**config.mk**
```make
export PLATFORM = sky130hd
export DESIGN_NAME = tracking_top
export DESIGN_NICKNAME = d
export VERILOG_FILES = /design/src/rtl/blob_mem_pkg.sv /design/src/rtl/tracking_pkg.sv /design/src/rtl/tracking_ctrl.sv /design/src/rtl/blob_ranker.sv /design/src/rtl/centroid_collector.sv /design/src/rtl/tracking_top.sv
export VERILOG_INCLUDE_DIRS = /design/src /design/src/rtl
export SDC_FILE = /design/constraint.sdc
export NUM_CORES = 1
export LEC_CHECK = 0
export BUFFER_PORTS_ARGS = -buffer_cell sky130_fd_sc_hd__buf_2
export CAP_MARGIN = 20
export CELL_PAD_IN_SITES_DETAIL_PLACEMENT = 1
export CELL_PAD_IN_SITES_GLOBAL_PLACEMENT = 1
export CORE_UTILIZATION = 29
export DETAILED_ROUTE_END_ITERATION = 10
export PLACE_DENSITY_LB_ADDON = 0.3
export SYNTH_ARGS = -nofsm -noshare
export SYNTH_HDL_FRONTEND = slang
export SYNTH_SLANG_ARGS = --single-unit
```
**constraint.sdc**
```tcl
create_clock -name crystal_clk_div_by_two -period 5.85 [get_ports crystal_clk_div_by_two]
set_clock_uncertainty 0.2 [all_clocks]
set_input_delay 0.2925 -clock crystal_clk_div_by_two [delete_from_list [all_inputs] [get_ports crystal_clk_div_by_two]]
set_output_delay 0.2925 -clock crystal_clk_div_by_two [all_outputs]
set_load 0.005 [all_outputs]
```
**src/rtl/tracking_cfg.svh**
```systemverilog
`ifndef TRACKING_CFG_SVH
`define TRACKING_CFG_SVH

// Memory word and address widths
`define WORD_W 32
`define ADDR_W 18

// Widest blob count a request can carry
`define COUNT_W 16

// Colors known to the extraction stage, codes 1..NUM_COLORS
`define NUM_COLORS 6

// Address of record zero in the blob table
`define TABLE_BASE 200000

// Heights above this are treated as zero in highest mode
`define HEIGHT_LIMIT 120

`endif

```
**src/rtl/blob_mem_pkg.sv**
```systemverilog
`include "tracking_cfg.svh"

package blob_mem_pkg;

	typedef logic [`WORD_W-1:0] mem_word_t;
	typedef logic [`ADDR_W-1:0] mem_addr_t;

	typedef logic [7:0] color_code_t;    // Color index plus one, zero if unknown
	typedef logic [15:0] metric_t;       // Size, or height widened
	typedef logic [7:0] height_t;
	typedef logic [7:0] coord_t;
	typedef logic [15:0] centroid_sum_t;

	typedef struct packed {
		logic rd_en;
		mem_addr_t addr;
	} mem_rd_t;

	// Word 0 of a record
	typedef struct packed {
		logic [`WORD_W-9:0] spare;
		color_code_t code;
	} color_word_t;

	// Word 1 of a record
	typedef struct packed {
		logic [`WORD_W-25:0] spare;
		height_t height;
		metric_t size;
	} size_word_t;

	// Word 2 of a record
	typedef struct packed {
		coord_t x;
		coord_t y;
		centroid_sum_t sum;
	} centroid_word_t;

endpackage

```
**src/rtl/tracking_pkg.sv**
```systemverilog
`include "tracking_cfg.svh"

package tracking_pkg;
	import blob_mem_pkg::*;

	typedef logic [`COUNT_W-1:0] blob_count_t;
	typedef logic [2:0] color_idx_t;    // Color code minus one
	typedef logic [7:0] min_size_t;

	typedef enum logic {
		mode_biggest,    // Rank on size field
		mode_highest     // Rank on height field
	} metric_mode_t;

	typedef struct packed {
		blob_count_t blob_count;
		min_size_t min_size;
		metric_mode_t mode;
	} track_req_t;

	// One color's answer
	typedef struct packed {
		logic found;
		coord_t x;
		coord_t y;
		centroid_sum_t sum;
		metric_t metric;
	} slot_t;

	typedef slot_t [`NUM_COLORS-1:0] track_result_t;

	typedef enum logic [2:0] {
		st_idle,
		st_clear,
		st_read_color,
		st_read_metric,
		st_read_centroid,
		st_report
	} ctrl_state_t;

endpackage

```
**src/rtl/tracking_ctrl.sv**
```systemverilog
`timescale 1ns/1ps
`include "tracking_cfg.svh"

module tracking_ctrl import blob_mem_pkg::*, tracking_pkg::*; (
	input  logic        crystal_clk_div_by_two,
	input  logic        rst,
	input  logic        start_valid,
	input  track_req_t  start_req,
	output logic        start_ready,
	input  logic        result_ready,
	output logic        result_valid,
	output mem_rd_t     mem_rd,
	input  mem_word_t   mem_rdata,
	output logic        clear,
	output logic        color_strobe,
	output logic        metric_strobe,
	output blob_count_t rec_index,
	output color_idx_t  query_color,
	input  blob_count_t best_index,
	input  logic        best_found,
	output logic        capture,
	output color_idx_t  slot,
	output track_req_t  req
);

	ctrl_state_t state;
	logic wait_data;            // Read went out last cycle
	color_idx_t ext_color;      // Color being extracted
	color_word_t color_word;
	mem_addr_t rec_addr;
	mem_addr_t cent_addr;
	logic rec_done;
	logic last_rec;
	logic color_done;
	logic last_color;

	assign color_word = color_word_t'(mem_rdata);

	// Record n sits at base + 3n, centroid is its third word
	assign rec_addr = mem_addr_t'(`TABLE_BASE + 3 * rec_index);
	assign cent_addr = mem_addr_t'(`TABLE_BASE + 3 * best_index + 2);

	assign start_ready = (state == st_idle);
	assign clear = (state == st_clear);
	assign color_strobe = (state == st_read_color) && wait_data;
	assign metric_strobe = (state == st_read_metric) && wait_data;
	assign capture = (state == st_read_centroid) && wait_data && best_found;
	assign result_valid = (state == st_report);

	assign query_color = ext_color;
	assign slot = ext_color;

	// Unknown color ends the record early
	assign rec_done = (color_strobe && (color_word.code == '0)) || metric_strobe;
	assign last_rec = (rec_index == req.blob_count - 1'b1);
	assign color_done = (state == st_read_centroid) && wait_data;
	assign last_color = (ext_color == color_idx_t'(`NUM_COLORS - 1));

	always_comb begin
		mem_rd = '0;
		case (state)
			st_read_color: begin
				mem_rd.rd_en = !wait_data;
				mem_rd.addr = rec_addr;
			end
			st_read_metric: begin
				mem_rd.rd_en = !wait_data;
				mem_rd.addr = rec_addr + mem_addr_t'(1);
			end
			st_read_centroid: begin
				mem_rd.rd_en = !wait_data && best_found;    // Skip colors never seen
				mem_rd.addr = cent_addr;
			end
			default: begin
				mem_rd = '0;
			end
		endcase
	end

	always_ff @(posedge crystal_clk_div_by_two) begin
		if (rst) begin
			state <= st_idle;
			wait_data <= 1'b0;
		end else begin
			case (state)
				st_idle: begin
					if (start_valid) begin
						state <= st_clear;
					end
				end
				st_clear: begin
					wait_data <= 1'b0;
					state <= (req.blob_count == '0) ? st_read_centroid : st_read_color;
				end
				st_read_color, st_read_metric: begin
					wait_data <= !wait_data;    // Issue, then take data
					if (rec_done) begin
						state <= last_rec ? st_read_centroid : st_read_color;
					end else if (color_strobe) begin
						state <= st_read_metric;
					end
				end
				st_read_centroid: begin
					wait_data <= !wait_data;    // Two cycles per color
					if (color_done && last_color) begin
						state <= st_report;
					end
				end
				st_report: begin
					if (result_ready) begin
						state <= st_idle;
					end
				end
				default: begin
					state <= st_idle;
				end
			endcase
		end
	end

	always_ff @(posedge crystal_clk_div_by_two) begin
		if (start_ready && start_valid) begin
			req <= start_req;
		end
		if (clear) begin
			rec_index <= '0;
		end else if (rec_done) begin
			rec_index <= rec_index + 1'b1;
		end
		if (clear) begin
			ext_color <= '0;
		end else if (color_done) begin
			ext_color <= ext_color + 1'b1;
		end
	end

endmodule

```
**src/rtl/blob_ranker.sv**
```systemverilog
`timescale 1ns/1ps
`include "tracking_cfg.svh"

module blob_ranker import blob_mem_pkg::*, tracking_pkg::*; (
	input  logic        crystal_clk_div_by_two,
	input  logic        clear,
	input  logic        color_strobe,
	input  logic        metric_strobe,
	input  mem_word_t   mem_rdata,
	input  blob_count_t rec_index,
	input  track_req_t  req,
	input  color_idx_t  query_color,
	output blob_count_t best_index,
	output logic        best_found,
	output metric_t     best_metric
);

	color_word_t color_word;
	size_word_t size_word;
	color_idx_t cur_color;     // Color of the record in flight
	logic cur_known;
	metric_t metric;
	logic qualifies;
	logic beats;

	metric_t best_metric_tab [`NUM_COLORS];
	blob_count_t best_index_tab [`NUM_COLORS];
	logic [`NUM_COLORS-1:0] found_tab;

	assign color_word = color_word_t'(mem_rdata);
	assign size_word = size_word_t'(mem_rdata);

	// Codes are stored offset by one
	always_ff @(posedge crystal_clk_div_by_two) begin
		if (color_strobe) begin
			cur_color <= color_idx_t'(color_word.code - 1'b1);
			cur_known <= (color_word.code != '0) && (color_word.code <= `NUM_COLORS);
		end
	end

	always_comb begin
		if (req.mode == mode_biggest) begin
			metric = size_word.size;
		end else if (size_word.height > `HEIGHT_LIMIT) begin
			metric = '0;    // Out of frame
		end else begin
			metric = metric_t'(size_word.height);
		end
	end

	assign qualifies = cur_known && (metric > metric_t'(req.min_size));
	// Strictly greater, so a tie keeps the earlier record
	assign beats = !found_tab[cur_color] || (metric > best_metric_tab[cur_color]);

	always_ff @(posedge crystal_clk_div_by_two) begin
		if (clear) begin
			found_tab <= '0;
		end else if (metric_strobe && qualifies && beats) begin
			found_tab[cur_color] <= 1'b1;
			best_metric_tab[cur_color] <= metric;
			best_index_tab[cur_color] <= rec_index;
		end
	end

	assign best_index = best_index_tab[query_color];
	assign best_found = found_tab[query_color];
	assign best_metric = best_metric_tab[query_color];

endmodule

```
**src/rtl/centroid_collector.sv**
```systemverilog
`timescale 1ns/1ps

module centroid_collector import blob_mem_pkg::*, tracking_pkg::*; (
	input  logic          crystal_clk_div_by_two,
	input  logic          clear,
	input  logic          capture,
	input  color_idx_t    slot,
	input  mem_word_t     mem_rdata,
	input  metric_t       best_metric,
	input  logic          best_found,
	output track_result_t result
);

	centroid_word_t cent;
	slot_t entry;

	assign cent = centroid_word_t'(mem_rdata);

	// Word 2 split into its fields
	always_comb begin
		entry.found = best_found;
		entry.x = cent.x;
		entry.y = cent.y;
		entry.sum = cent.sum;
		entry.metric = best_metric;    // Held by the ranker for this color
	end

	always_ff @(posedge crystal_clk_div_by_two) begin
		if (clear) begin
			result <= '0;    // Unfound colors read as zero
		end else if (capture) begin
			result[slot] <= entry;
		end
	end

endmodule

```
**src/rtl/tracking_top.sv**
```systemverilog
`timescale 1ns/1ps

module tracking_top import blob_mem_pkg::*, tracking_pkg::*; (
	input  logic          crystal_clk_div_by_two,
	input  logic          rst,
	input  logic          start_valid,
	input  track_req_t    start_req,
	output logic          start_ready,
	output mem_rd_t       mem_rd,
	input  mem_word_t     mem_rdata,
	output logic          result_valid,
	output track_result_t result,
	input  logic          result_ready
);

	logic clear;
	logic color_strobe;
	logic metric_strobe;
	logic capture;
	logic best_found;
	blob_count_t rec_index;
	blob_count_t best_index;
	color_idx_t query_color;
	color_idx_t slot;
	metric_t best_metric;
	track_req_t req;    // Request held for the run

	tracking_ctrl u_ctrl (
		.crystal_clk_div_by_two(crystal_clk_div_by_two),
		.rst(rst),
		.start_valid(start_valid),
		.start_req(start_req),
		.start_ready(start_ready),
		.result_ready(result_ready),
		.result_valid(result_valid),
		.mem_rd(mem_rd),
		.mem_rdata(mem_rdata),
		.clear(clear),
		.color_strobe(color_strobe),
		.metric_strobe(metric_strobe),
		.rec_index(rec_index),
		.query_color(query_color),
		.best_index(best_index),
		.best_found(best_found),
		.capture(capture),
		.slot(slot),
		.req(req)
	);

	blob_ranker u_ranker (
		.crystal_clk_div_by_two(crystal_clk_div_by_two),
		.clear(clear),
		.color_strobe(color_strobe),
		.metric_strobe(metric_strobe),
		.mem_rdata(mem_rdata),
		.rec_index(rec_index),
		.req(req),
		.query_color(query_color),
		.best_index(best_index),
		.best_found(best_found),
		.best_metric(best_metric)
	);

	centroid_collector u_collector (
		.crystal_clk_div_by_two(crystal_clk_div_by_two),
		.clear(clear),
		.capture(capture),
		.slot(slot),
		.mem_rdata(mem_rdata),
		.best_metric(best_metric),
		.best_found(best_found),
		.result(result)
	);

endmodule

```
* Yosys cells after proc, flatten, opt, wreduce, memory -nomap -nowiden
Memories as Yosys holds them, arrays and structs flattened. A register that Yosys moved wholly into a read port is not among the register bits.
Cells that the tools add are included.
** Operators by class
- Add/sub/neg operators :: 8
- Multipliers :: 2
- Divide/modulo/power cells :: 0
- $lt $le $gt $ge :: 8
- Equal/unequal tests :: 11
- Shifts and indexed selects :: 0
- Mux-type cells :: 29
- Bitwise operators :: 1
- Reduce and logical (&&, ||, !) cells :: 26
** Operator list (number)
- $bwmux 294 :: 1
- $demux 49 s3 :: 1
- $pmux 19 s3 :: 1
- $mux 49 :: 1
- $add 18x18->18 const A :: 2
- $mul 2x16->18 const A :: 2
- $mux 3 :: 12
- $add 18x1->18 const B :: 1
- $add 18x2->18 const B :: 1
- $add 16x1->16 const B :: 1
- $eq 16x16->1 :: 1
- $gt 16x16->1 :: 1
- $gt 16x8->1 :: 1
- $logic_not 16->1 :: 1
- $mux 16 :: 1
- $sub 16x1->16 const B :: 1
- $pmux 3 s5 :: 1
- $logic_and 1x1->1 :: 14
- $eq 3x3->1 const B :: 3
- $gt 8x7->1 const B :: 1
- $le 8x3->1 const B :: 1
- $logic_not 8->1 :: 1
- $lt 3x4->1 const B :: 2
- $mux 8 :: 1
- 21 further kinds :: 32
** Storage, ports and cells
- Register bits after elaboration :: 352
- Latch bits :: 0
- Memory bits (writable) :: 192
- Bits in read-only memories :: 0
- Input bits :: 61
- Output and inout port bits :: 315
- Logic and storage cells :: 127
- Memories kept :: 2
** Memory list
- u_ranker.best_index_tab :: words 6, bits a word 16, read ports 1, clocked after Yosys merged registers in 1, wr ports 1, RTL line blob_ranker.sv:27 : blob_count_t best_index_tab [`NUM_COLORS];
- u_ranker.best_metric_tab :: words 6, bits a word 16, read ports 2, clocked after Yosys merged registers in 2, wr ports 1, RTL line blob_ranker.sv:26 : metric_t best_metric_tab [`NUM_COLORS];

* Depth between registers and ports, before layout
Gate-level depths: netlist (run 1).
- Depth after elaboration :: 10
- Gate-level depth with buffers :: 19
- Depth with buffers taken out :: 16

* Hierarchy
A second synthesis (run 1) with hierarchy kept.
** Unflattened totals
- Cell total of the unflattened synthesis :: 2200
- Area, all modules :: 25847.3 um^2
** By module, submodules not included
- centroid_collector :: instances 1, cells an instance 1014, area each 11457.2 um^2, sequential area each 5885.6 um^2
- blob_ranker :: instances 1, cells an instance 588, area each 9337.7 um^2, sequential area each 6065.8 um^2
- tracking_ctrl :: instances 1, cells an instance 598, area each 5052.3 um^2, sequential area each 1211.2 um^2

* Least setup slack after synthesis (run 1)
No wires, ideal clock.
- Path type :: reg-to-reg
- Start :: register (tool-made name)
- End :: memory u_ranker.best_index_tab[2][0] (netlist name) (enable)
- Setup time :: 0.461 ns
- Arrival time :: 5.235 ns
- Required time :: 5.189 ns
- Setup slack :: -0.045 ns
- Cell stages (with the launch flop) :: 16
- Buffers on the path :: 3
- Period minus slack after synthesis :: 5.895 ns
- Path through :: dfxtp_1 > clkbuf_1 > clkbuf_1 > buf_1 > mux2i_1 > nand2_1 > o21ai_0 > ha_1 > nand2_1 > nor2_1 > and4_1 > a21oi_1 > o21ai_0 > a31oi_1 > nand3b_1 > nor3_1
** RTL lines (RTL line)
- end, declared :: blob_ranker.sv:27

==> impl_metrics.json, run 1 <==
{
  "viasPerCell": 5.01,
  "async_flop_share": 0,
  "crit_type": "reg -> out",
  "avgRoutedWirePerCell_um": 21.9,
  "cts_buffer_depth": 3,
  "drt_iter0_markers": 858,
  "min_path_type": "in -> reg",
  "status": "finished clean",
  "fillers": 9540,
  "startpoint_type": "flop",
  "arrival_ns": 4.78,
  "fin_nets": 3000,
  "rsz0062_at_grt": "no",
  "drv_slew": 0,
  "fin_ws_ns": 0.579,
  "place_ws_ns": 1.15,
  "worstPathCellList": "mux4_2 -> nor2_1 -> a21o_1 -> inv_1 -> ha_1 -> ha_1 -> inv_1 -> fa_1 -> nor2b_1 -> o21a_1 -> o21ai_0 -> a31o_2 -> o21ai_0 -> a31oi_1 -> mux2i_1 -> nand3_1 -> buf_2",
  "cp_top_family": "compound AO/OA/AOI/OAI gates",
  "min_to": "u_ctrl.req[8]",
  "hold_violations": 0,
  "cp_max_fo": 32,
  "ys_seq_area_frac": 0.542,
  "final_common_cell": "nand2_1",
  "powerDensity_mw_per_mm2": 307,
  "cts_root_buf": "clkbuf_16",
  "timing.critical_path.buf_inv": 3,
  "regToRegSetupSlack_ns": 1.16,
  "required_ns": 5.36,
  "min_period_over_period": 0.901,
  "grt_max_degree": 131,
  "min_from": "start_valid",
  "worstReg2RegEnd": "u_ranker.best_metric_tab[0][5]",
  "clk_pin_slew_worst_paths_ns": 0.06,
  "die_h_um": 292,
  "worst_setup_path_end_kind": "output port",
  "synth-main-ff-cell": "dfxtp_1",
  "max_freq_mhz": 190,
  "cts_tree": "yes",
  "synth-seq-cells": 550,
  "die_x_um": 292,
  "min_path_cells": 3,
  "syn-cell-area_sq_mm": 0.0244,
  "antenna_found_initial": 2,
  "syn_inst": 2470,
  "yosys_warnings": 0,
  "die_area_sq_mm": 0.0853,
  "slowest_delay_ns": 0.74,
  "period_needed_ns": 5.27,
  "netlist_top_cells_area": "edfxtp_1, dfxtp_1, nand2_1",
  "grt_pass1_vias": 20900,
  "std_cell_rows": 106,
  "drt-total-wl_mm": 87.2,
  "drv_cap": 0,
  "portBuffers": 375,
  "syn-num-nets": 2628,
  "rr_startpoint": "u_ctrl.req[0]",
  "peakVddDrop_mv": 0.217,
  "route.detailed.drc": 0,
  "ant_nets": 0,
  "core_area_sq_mm": 0.0834,
  "syn_avg_cell_area_sq_um": 9.88,
  "wl_met3_mm": 3.06,
  "met1_length_mm": 36.7,
  "clock_sinks": 550,
  "vias": 19900,
  "reg2reg_depth": 15,
  "grt_usage": 0.200,
  "fin_tns_setup_ns": 0,
  "setup_viol": 0,
  "yosysTopAreaCell": "edfxtp_1",
  "first_pass_iters": 5,
  "h-tree-depth": 3,
  "crit_slowest_cell": "dfxtp_4",
  "wl_met2_mm": 43.3,
  "yosysTopAreaCellShare": 0.272,
  "synth-edff-count": 221,
  "final_cell_mix": "nand2_1, buf_2, a21oi_1, dfxtp_1, edfxtp_1",
  "post_synth_num_cell_types": 81,
  "start_util": 0.292,
  "clk_latency_ns": 0.61,
  "total_power_mw": 9.25,
  "hpwl_mm": 59.8,
  "grt_pass1_wl_mm": 130,
  "cellLeakagePower_nw": 12.0,
  "grt_overflow": 0,
  "drive_gt1_frac": 0.211,
  "slew_headroom": 0.295,
  "io-pin-count": 376,
  "cts-resized-gates": 0,
  "tightest_slew_ns": 1.06,
  "area_growth_syn_to_layout_pct": 23.4,
  "cts_inserted_buffers": 66,
  "top_layer": "met4",
  "gp_congestion": 0.872
}
-- metal layers --
layer | GRT usage | up-vias
met1 | 0.242 | 9983
li1 | - | 9291
met5 | 0 | -
met4 | 0.0878 | 0
met3 | 0.0277 | 180
met2 | 0.351 | 461
-- cells by family (layout without fill, tap and decap cells) --
family	count (synthesis)	count (layout)	share of synthesized area
and+or+nand+nor	895	895	0.153
DFF	550	550	0.542
AOI/OAI and AO/OA	501	501	0.118
buffers and inverters	243	668	0.0394
muxes	108	108	0.0693
adders and majority gates	97	97	0.0504
xor gates and xnor gates	76	76	0.0279
other	0	1	0
-- where the power goes --
part | switching, mW | internal (mW)
combinational | 0.751 | 0.292
sequential | 0.0838 | 4.06
clock | 1.70 | 2.36
-- registers in the layout, indices dropped and copies added (netlist names), named ones only --
register and count:
u_ranker.best_index_tab 96, u_ranker.cur_known 1, u_ranker.found_tab 6, u_ctrl.rec_index 16, u_ranker.best_metric_tab 96, u_ctrl.query_color 3, u_ranker.cur_color 3, u_collector.result 294
u_ctrl.wait_data 1, u_ctrl.req 25, u_ctrl.state 3
-- through the flow --
stage	hold slack, ns	util	std cells	instance area, sq um
after floorplan	0.162	-	2470	24400
after global placement	0.235	0.328	3792	27300
after detailed placement	0.243	0.328	3792	27300
after CTS	0.158	0.361	3974	30100
after global routing	0.193	0.361	3976	30100
final	0.193	0.361	3976	30100
-- synth_stat cells, drive strengths merged, types with 4 or more instances --
library cell    n
mux4           48
nor2          109
mux2            7
or3             5
mux2i          53
clkbuf        126
ha             95
xnor2          49
o21a           12
buf            42
a31oi           4
inv            75
and4            7
nand2b          9
and3            8
nand4          15
dfxtp         329
nor2b          20
nand2         639
a22o            4
a21oi         348
and2            4
o22ai          16
o31ai           5
nand3          29
nor3           26
o21ai          42
xor2           27
a21o           18
edfxtp        221
nor4            9
a211oi         11
a22oi           4
o31a            4
-- worst min-delay path, cell delays in order --
cell,delay (ns)
buf_2,0.10
and2_1,0.13
buf_4,0.25
-- timing repair --
action / CTS / global route
buffers inserted: 0 / 0
hold endpoints to repair: 223 / 0
hold buffers: 61 / 0
-- how the worst max path moves through the flow --
stage                     start                             to  slack (ns)  cells after the start
after global routing       flop                     mem_rd[16]        0.27                     16
after floorplan            flop  u_ranker.best_index_tab[2][0]       -0.05                     15
after detailed placement   flop                     mem_rd[16]        1.15                     17
final                      flop                     mem_rd[16]        0.58                     17
after CTS                  flop                     mem_rd[16]        0.48                     17
after global placement     flop                     mem_rd[16]        1.25                     17
-- area by class of cell --
cell class / instances / area (sq um) / share of cell area
flip-flops and latches: 550 / 13200 / 0.439
multi-input cells: 1677 / 10300 / 0.342
repair buffers: 472 / 2790 / 0.0928
clock buffers: 96 / 1890 / 0.0626
well taps: 1080 / 1350 / 0.0449
inverters: 75 / 282 / 0.00935
clock inverters: 25 / 272 / 0.00902
diodes: 1 / 2.50 / 0.0000831
Note: power is estimated with default switching activity, not from simulation.
==> run 2, diff against run 1 <==
CAP_MARGIN = 30   (was 20)
GPL_TIMING_DRIVEN = 0   (was unset)
==> run 2 against run 1 <==
  * Wire length increased by 8.0%
  * Sequential power decreased by 1%
  * Clock power increased by 1%
  * Design area increased by 1.6%
  * Global-route usage increased by 1.6 points
  * Critical endpoint is now u_ranker.best_index_tab[2][14]
==> impl_metrics.json, run 2 (same netlist as run 1, synthesis figures left out) <==
{
  "clk_pin_slew_worst_paths_ns": 0.06,
  "place_area_sq_mm": 0.0278,
  "drt-total-wl_mm": 94.2,
  "final_cell_mix": "nand2_1, buf_2, a21oi_1, dfxtp_1, edfxtp_1",
  "cts_inserted_buffers": 67,
  "grt_max_degree": 22,
  "design_area_sq_mm": 0.0306,
  "ff_latch_area_sq_mm": 0.0132,
  "top_register": "u_collector.result",
  "grt_pass1_vias": 21600,
  "drive_gt1_frac": 0.198,
  "first_pass_iters": 7,
  "powerDensity_mw_per_mm2": 310,
  "io-pin-count": 376,
  "min_from": "mem_rdata[17]",
  "drt_iter0_markers": 1335,
  "portBuffers": 353,
  "min_period_over_period": 0.955,
  "cts_buffer_depth": 3,
  "reg2reg_depth": 16,
  "avgRoutedWirePerCell_um": 23.0,
  "slew_headroom": 0.308,
  "route.detailed.drc": 0,
  "hold_violations": 0,
  "fillers": 9561,
  "status": "finished clean",
  "vias": 20800,
  "period_needed_ns": 5.59,
  "antenna_found_initial": 3,
  "grt_pass1_wl_mm": 138,
  "largest_reg_flops": 294,
  "max_freq_mhz": 179,
  "cts_root_buf": "clkbuf_16",
  "multi_input_area_sq_mm": 0.0103,
  "hold_ws_ns": 0.0451,
  "crit_type": "reg -> reg",
  "area_growth_syn_to_layout_pct": 25.3,
  "ant_nets": 0,
  "die_h_um": 292,
  "min_path_type": "in -> reg",
  "arrival_ns": 5.70,
  "worst_setup_path_end_kind": "flop",
  "setup_viol": 0,
  "worstReg2RegEnd": "u_ranker.best_index_tab[2][14]",
  "grt_usage": 0.216,
  "start_util": 0.292,
  "die_x_um": 292,
  "reg.largest.list": "u_collector.result x294, u_ranker.best_index_tab x96, u_ranker.best_metric_tab x96",
  "peakVddDrop_mv": 0.212,
  "cp_max_fo": 10,
  "core_area_sq_mm": 0.0834,
  "required_ns": 5.96,
  "gp_congestion": 0.878,
  "grt_overflow": 0,
  "h-tree-depth": 3,
  "clk_latency_ns": 0.62,
  "fin_util": 0.367,
  "clock_sinks": 550,
  "tightest_slew_ns": 1.04,
  "die_area_sq_mm": 0.0853,
  "regToRegSetupSlack_ns": 0.26,
  "std_cell_rows": 106,
  "min_to": "u_collector.result[131]",
  "drv_slew": 0,
  "min_path_cells": 3,
  "drv_cap": 0,
  "rsz0062_at_grt": "no",
  "cellLeakagePower_nw": 12.1,
  "fin_nets": 3126,
  "viasPerCell": 5.06,
  "hpwl_mm": 71.7,
  "startpoint_type": "flop",
  "final_common_cell": "nand2_1",
  "cts_tree": "yes"
}
==> run 2: changes by cell type in the layout (fill, tap and decap cells not counted), moves of 3 or more <==
cell / previous run / this run
dlygate4sd3_1: 61 / 51
clkbuf_2: 0 / 5
diode_2: 1 / 4
o21ai_0: 42 / 39
buf_6: 0 / 17
buf_4: 32 / 11
clkbuf_1: 19 / 137
clkinv_1: 2 / 8
clkinv_2: 13 / 10
buf_2: 376 / 372
nor3_2: 5 / 2
dfxtp_1: 326 / 329
o21ai_1: 0 / 3
buf_1: 0 / 10
==> run 2: critical path, cell delays in order, from the launching register on <==
cell and delay (ns):
dfxtp_1 0.32, clkbuf_1 0.36, clkbuf_2 0.45, clkdlybuf4s15_2 0.60, mux2i_1 0.16, nand2_1 0.08
o21ai_0 0.10, ha_1 0.33, nand2_1 0.06, nor2_1 0.25, and4_1 0.28, o21ai_0 0.11
a31oi_1 0.39, nand3b_1 0.49, nor3_4 0.64, buf_6 0.26, buf_6 0.17
==> run 2: per-stage QoR <==
stage	cells	setup WS, ns	total power, mW	setup TNS [ns]
after floorplan	2470	-0.0454	4.85	-4.36
after global placement	3903	-3.67	5.35	-568.36
after detailed placement	3926	-0.567	5.42	-22.82
after CTS	4095	0.0407	9.55	0
after global routing	4099	0.0157	9.80	0
final	4103	0.264	9.49	0
==> run 2: power breakdown <==
part | leakage, nW | total, mW | switching, mW | internal (mW)
Combinational | 6.25 | 1.28 | 0.959 | 0.318
Sequential | 4.82 | 4.11 | 0.0492 | 4.06
Clock | 1.06 | 4.10 | 1.72 | 2.38
Total | 12.1 | 9.49 | 2.73 | 6.76
==> run 2: metal layers <==
metal	global-route usage	wire length (um)	vias up
li1	-	-	9547
met2	0.361	44800	594
met5	0	10	-
met4	0.0918	4240	2
met1	0.277	40800	10400
met3	0.0331	4320	204
==> run 2: area by class of cell <==
type | instances | share of cell area
Multi-Input combinational cell | 1677 | 0.336
Clock inverter | 28 | 0.00880
Tap cell | 1080 | 0.0442
Sequential cell | 550 | 0.432
Antenna cell | 4 | 0.000327
Inverter | 75 | 0.00921
Buffer | 166 | 0.0229
Timing Repair Buffer | 431 | 0.0848
Clock buffer | 92 | 0.0619
==> run 2: worst max path at each step <==
stage | startpoint | endpoint | slack [ns]
CTS | flop | mem_rd[16] | 0.04
global route | flop | u_ranker.best_index_tab[2][14] | 0.02
finish | flop | u_ranker.best_index_tab[2][14] | 0.26
floorplan | flop | u_ranker.best_index_tab[2][0] | -0.05
detailed placement | flop | u_ranker.best_index_tab[3][11] | -0.57
global placement | flop | u_ranker.best_index_tab[3][11] | -3.67
==> run 2: what timing repair did <==
| item | CTS | global route |
|---|---|---|
| buffers inserted | 0 | 2 |
| hold buffers | 51 | 0 |
| resized for setup | 11 | 7 |
| endpoints found under the setup margin | 109 | 10 |
| pin swaps | 0 | 1 |
| endpoints found under the hold margin | 151 | 0 |
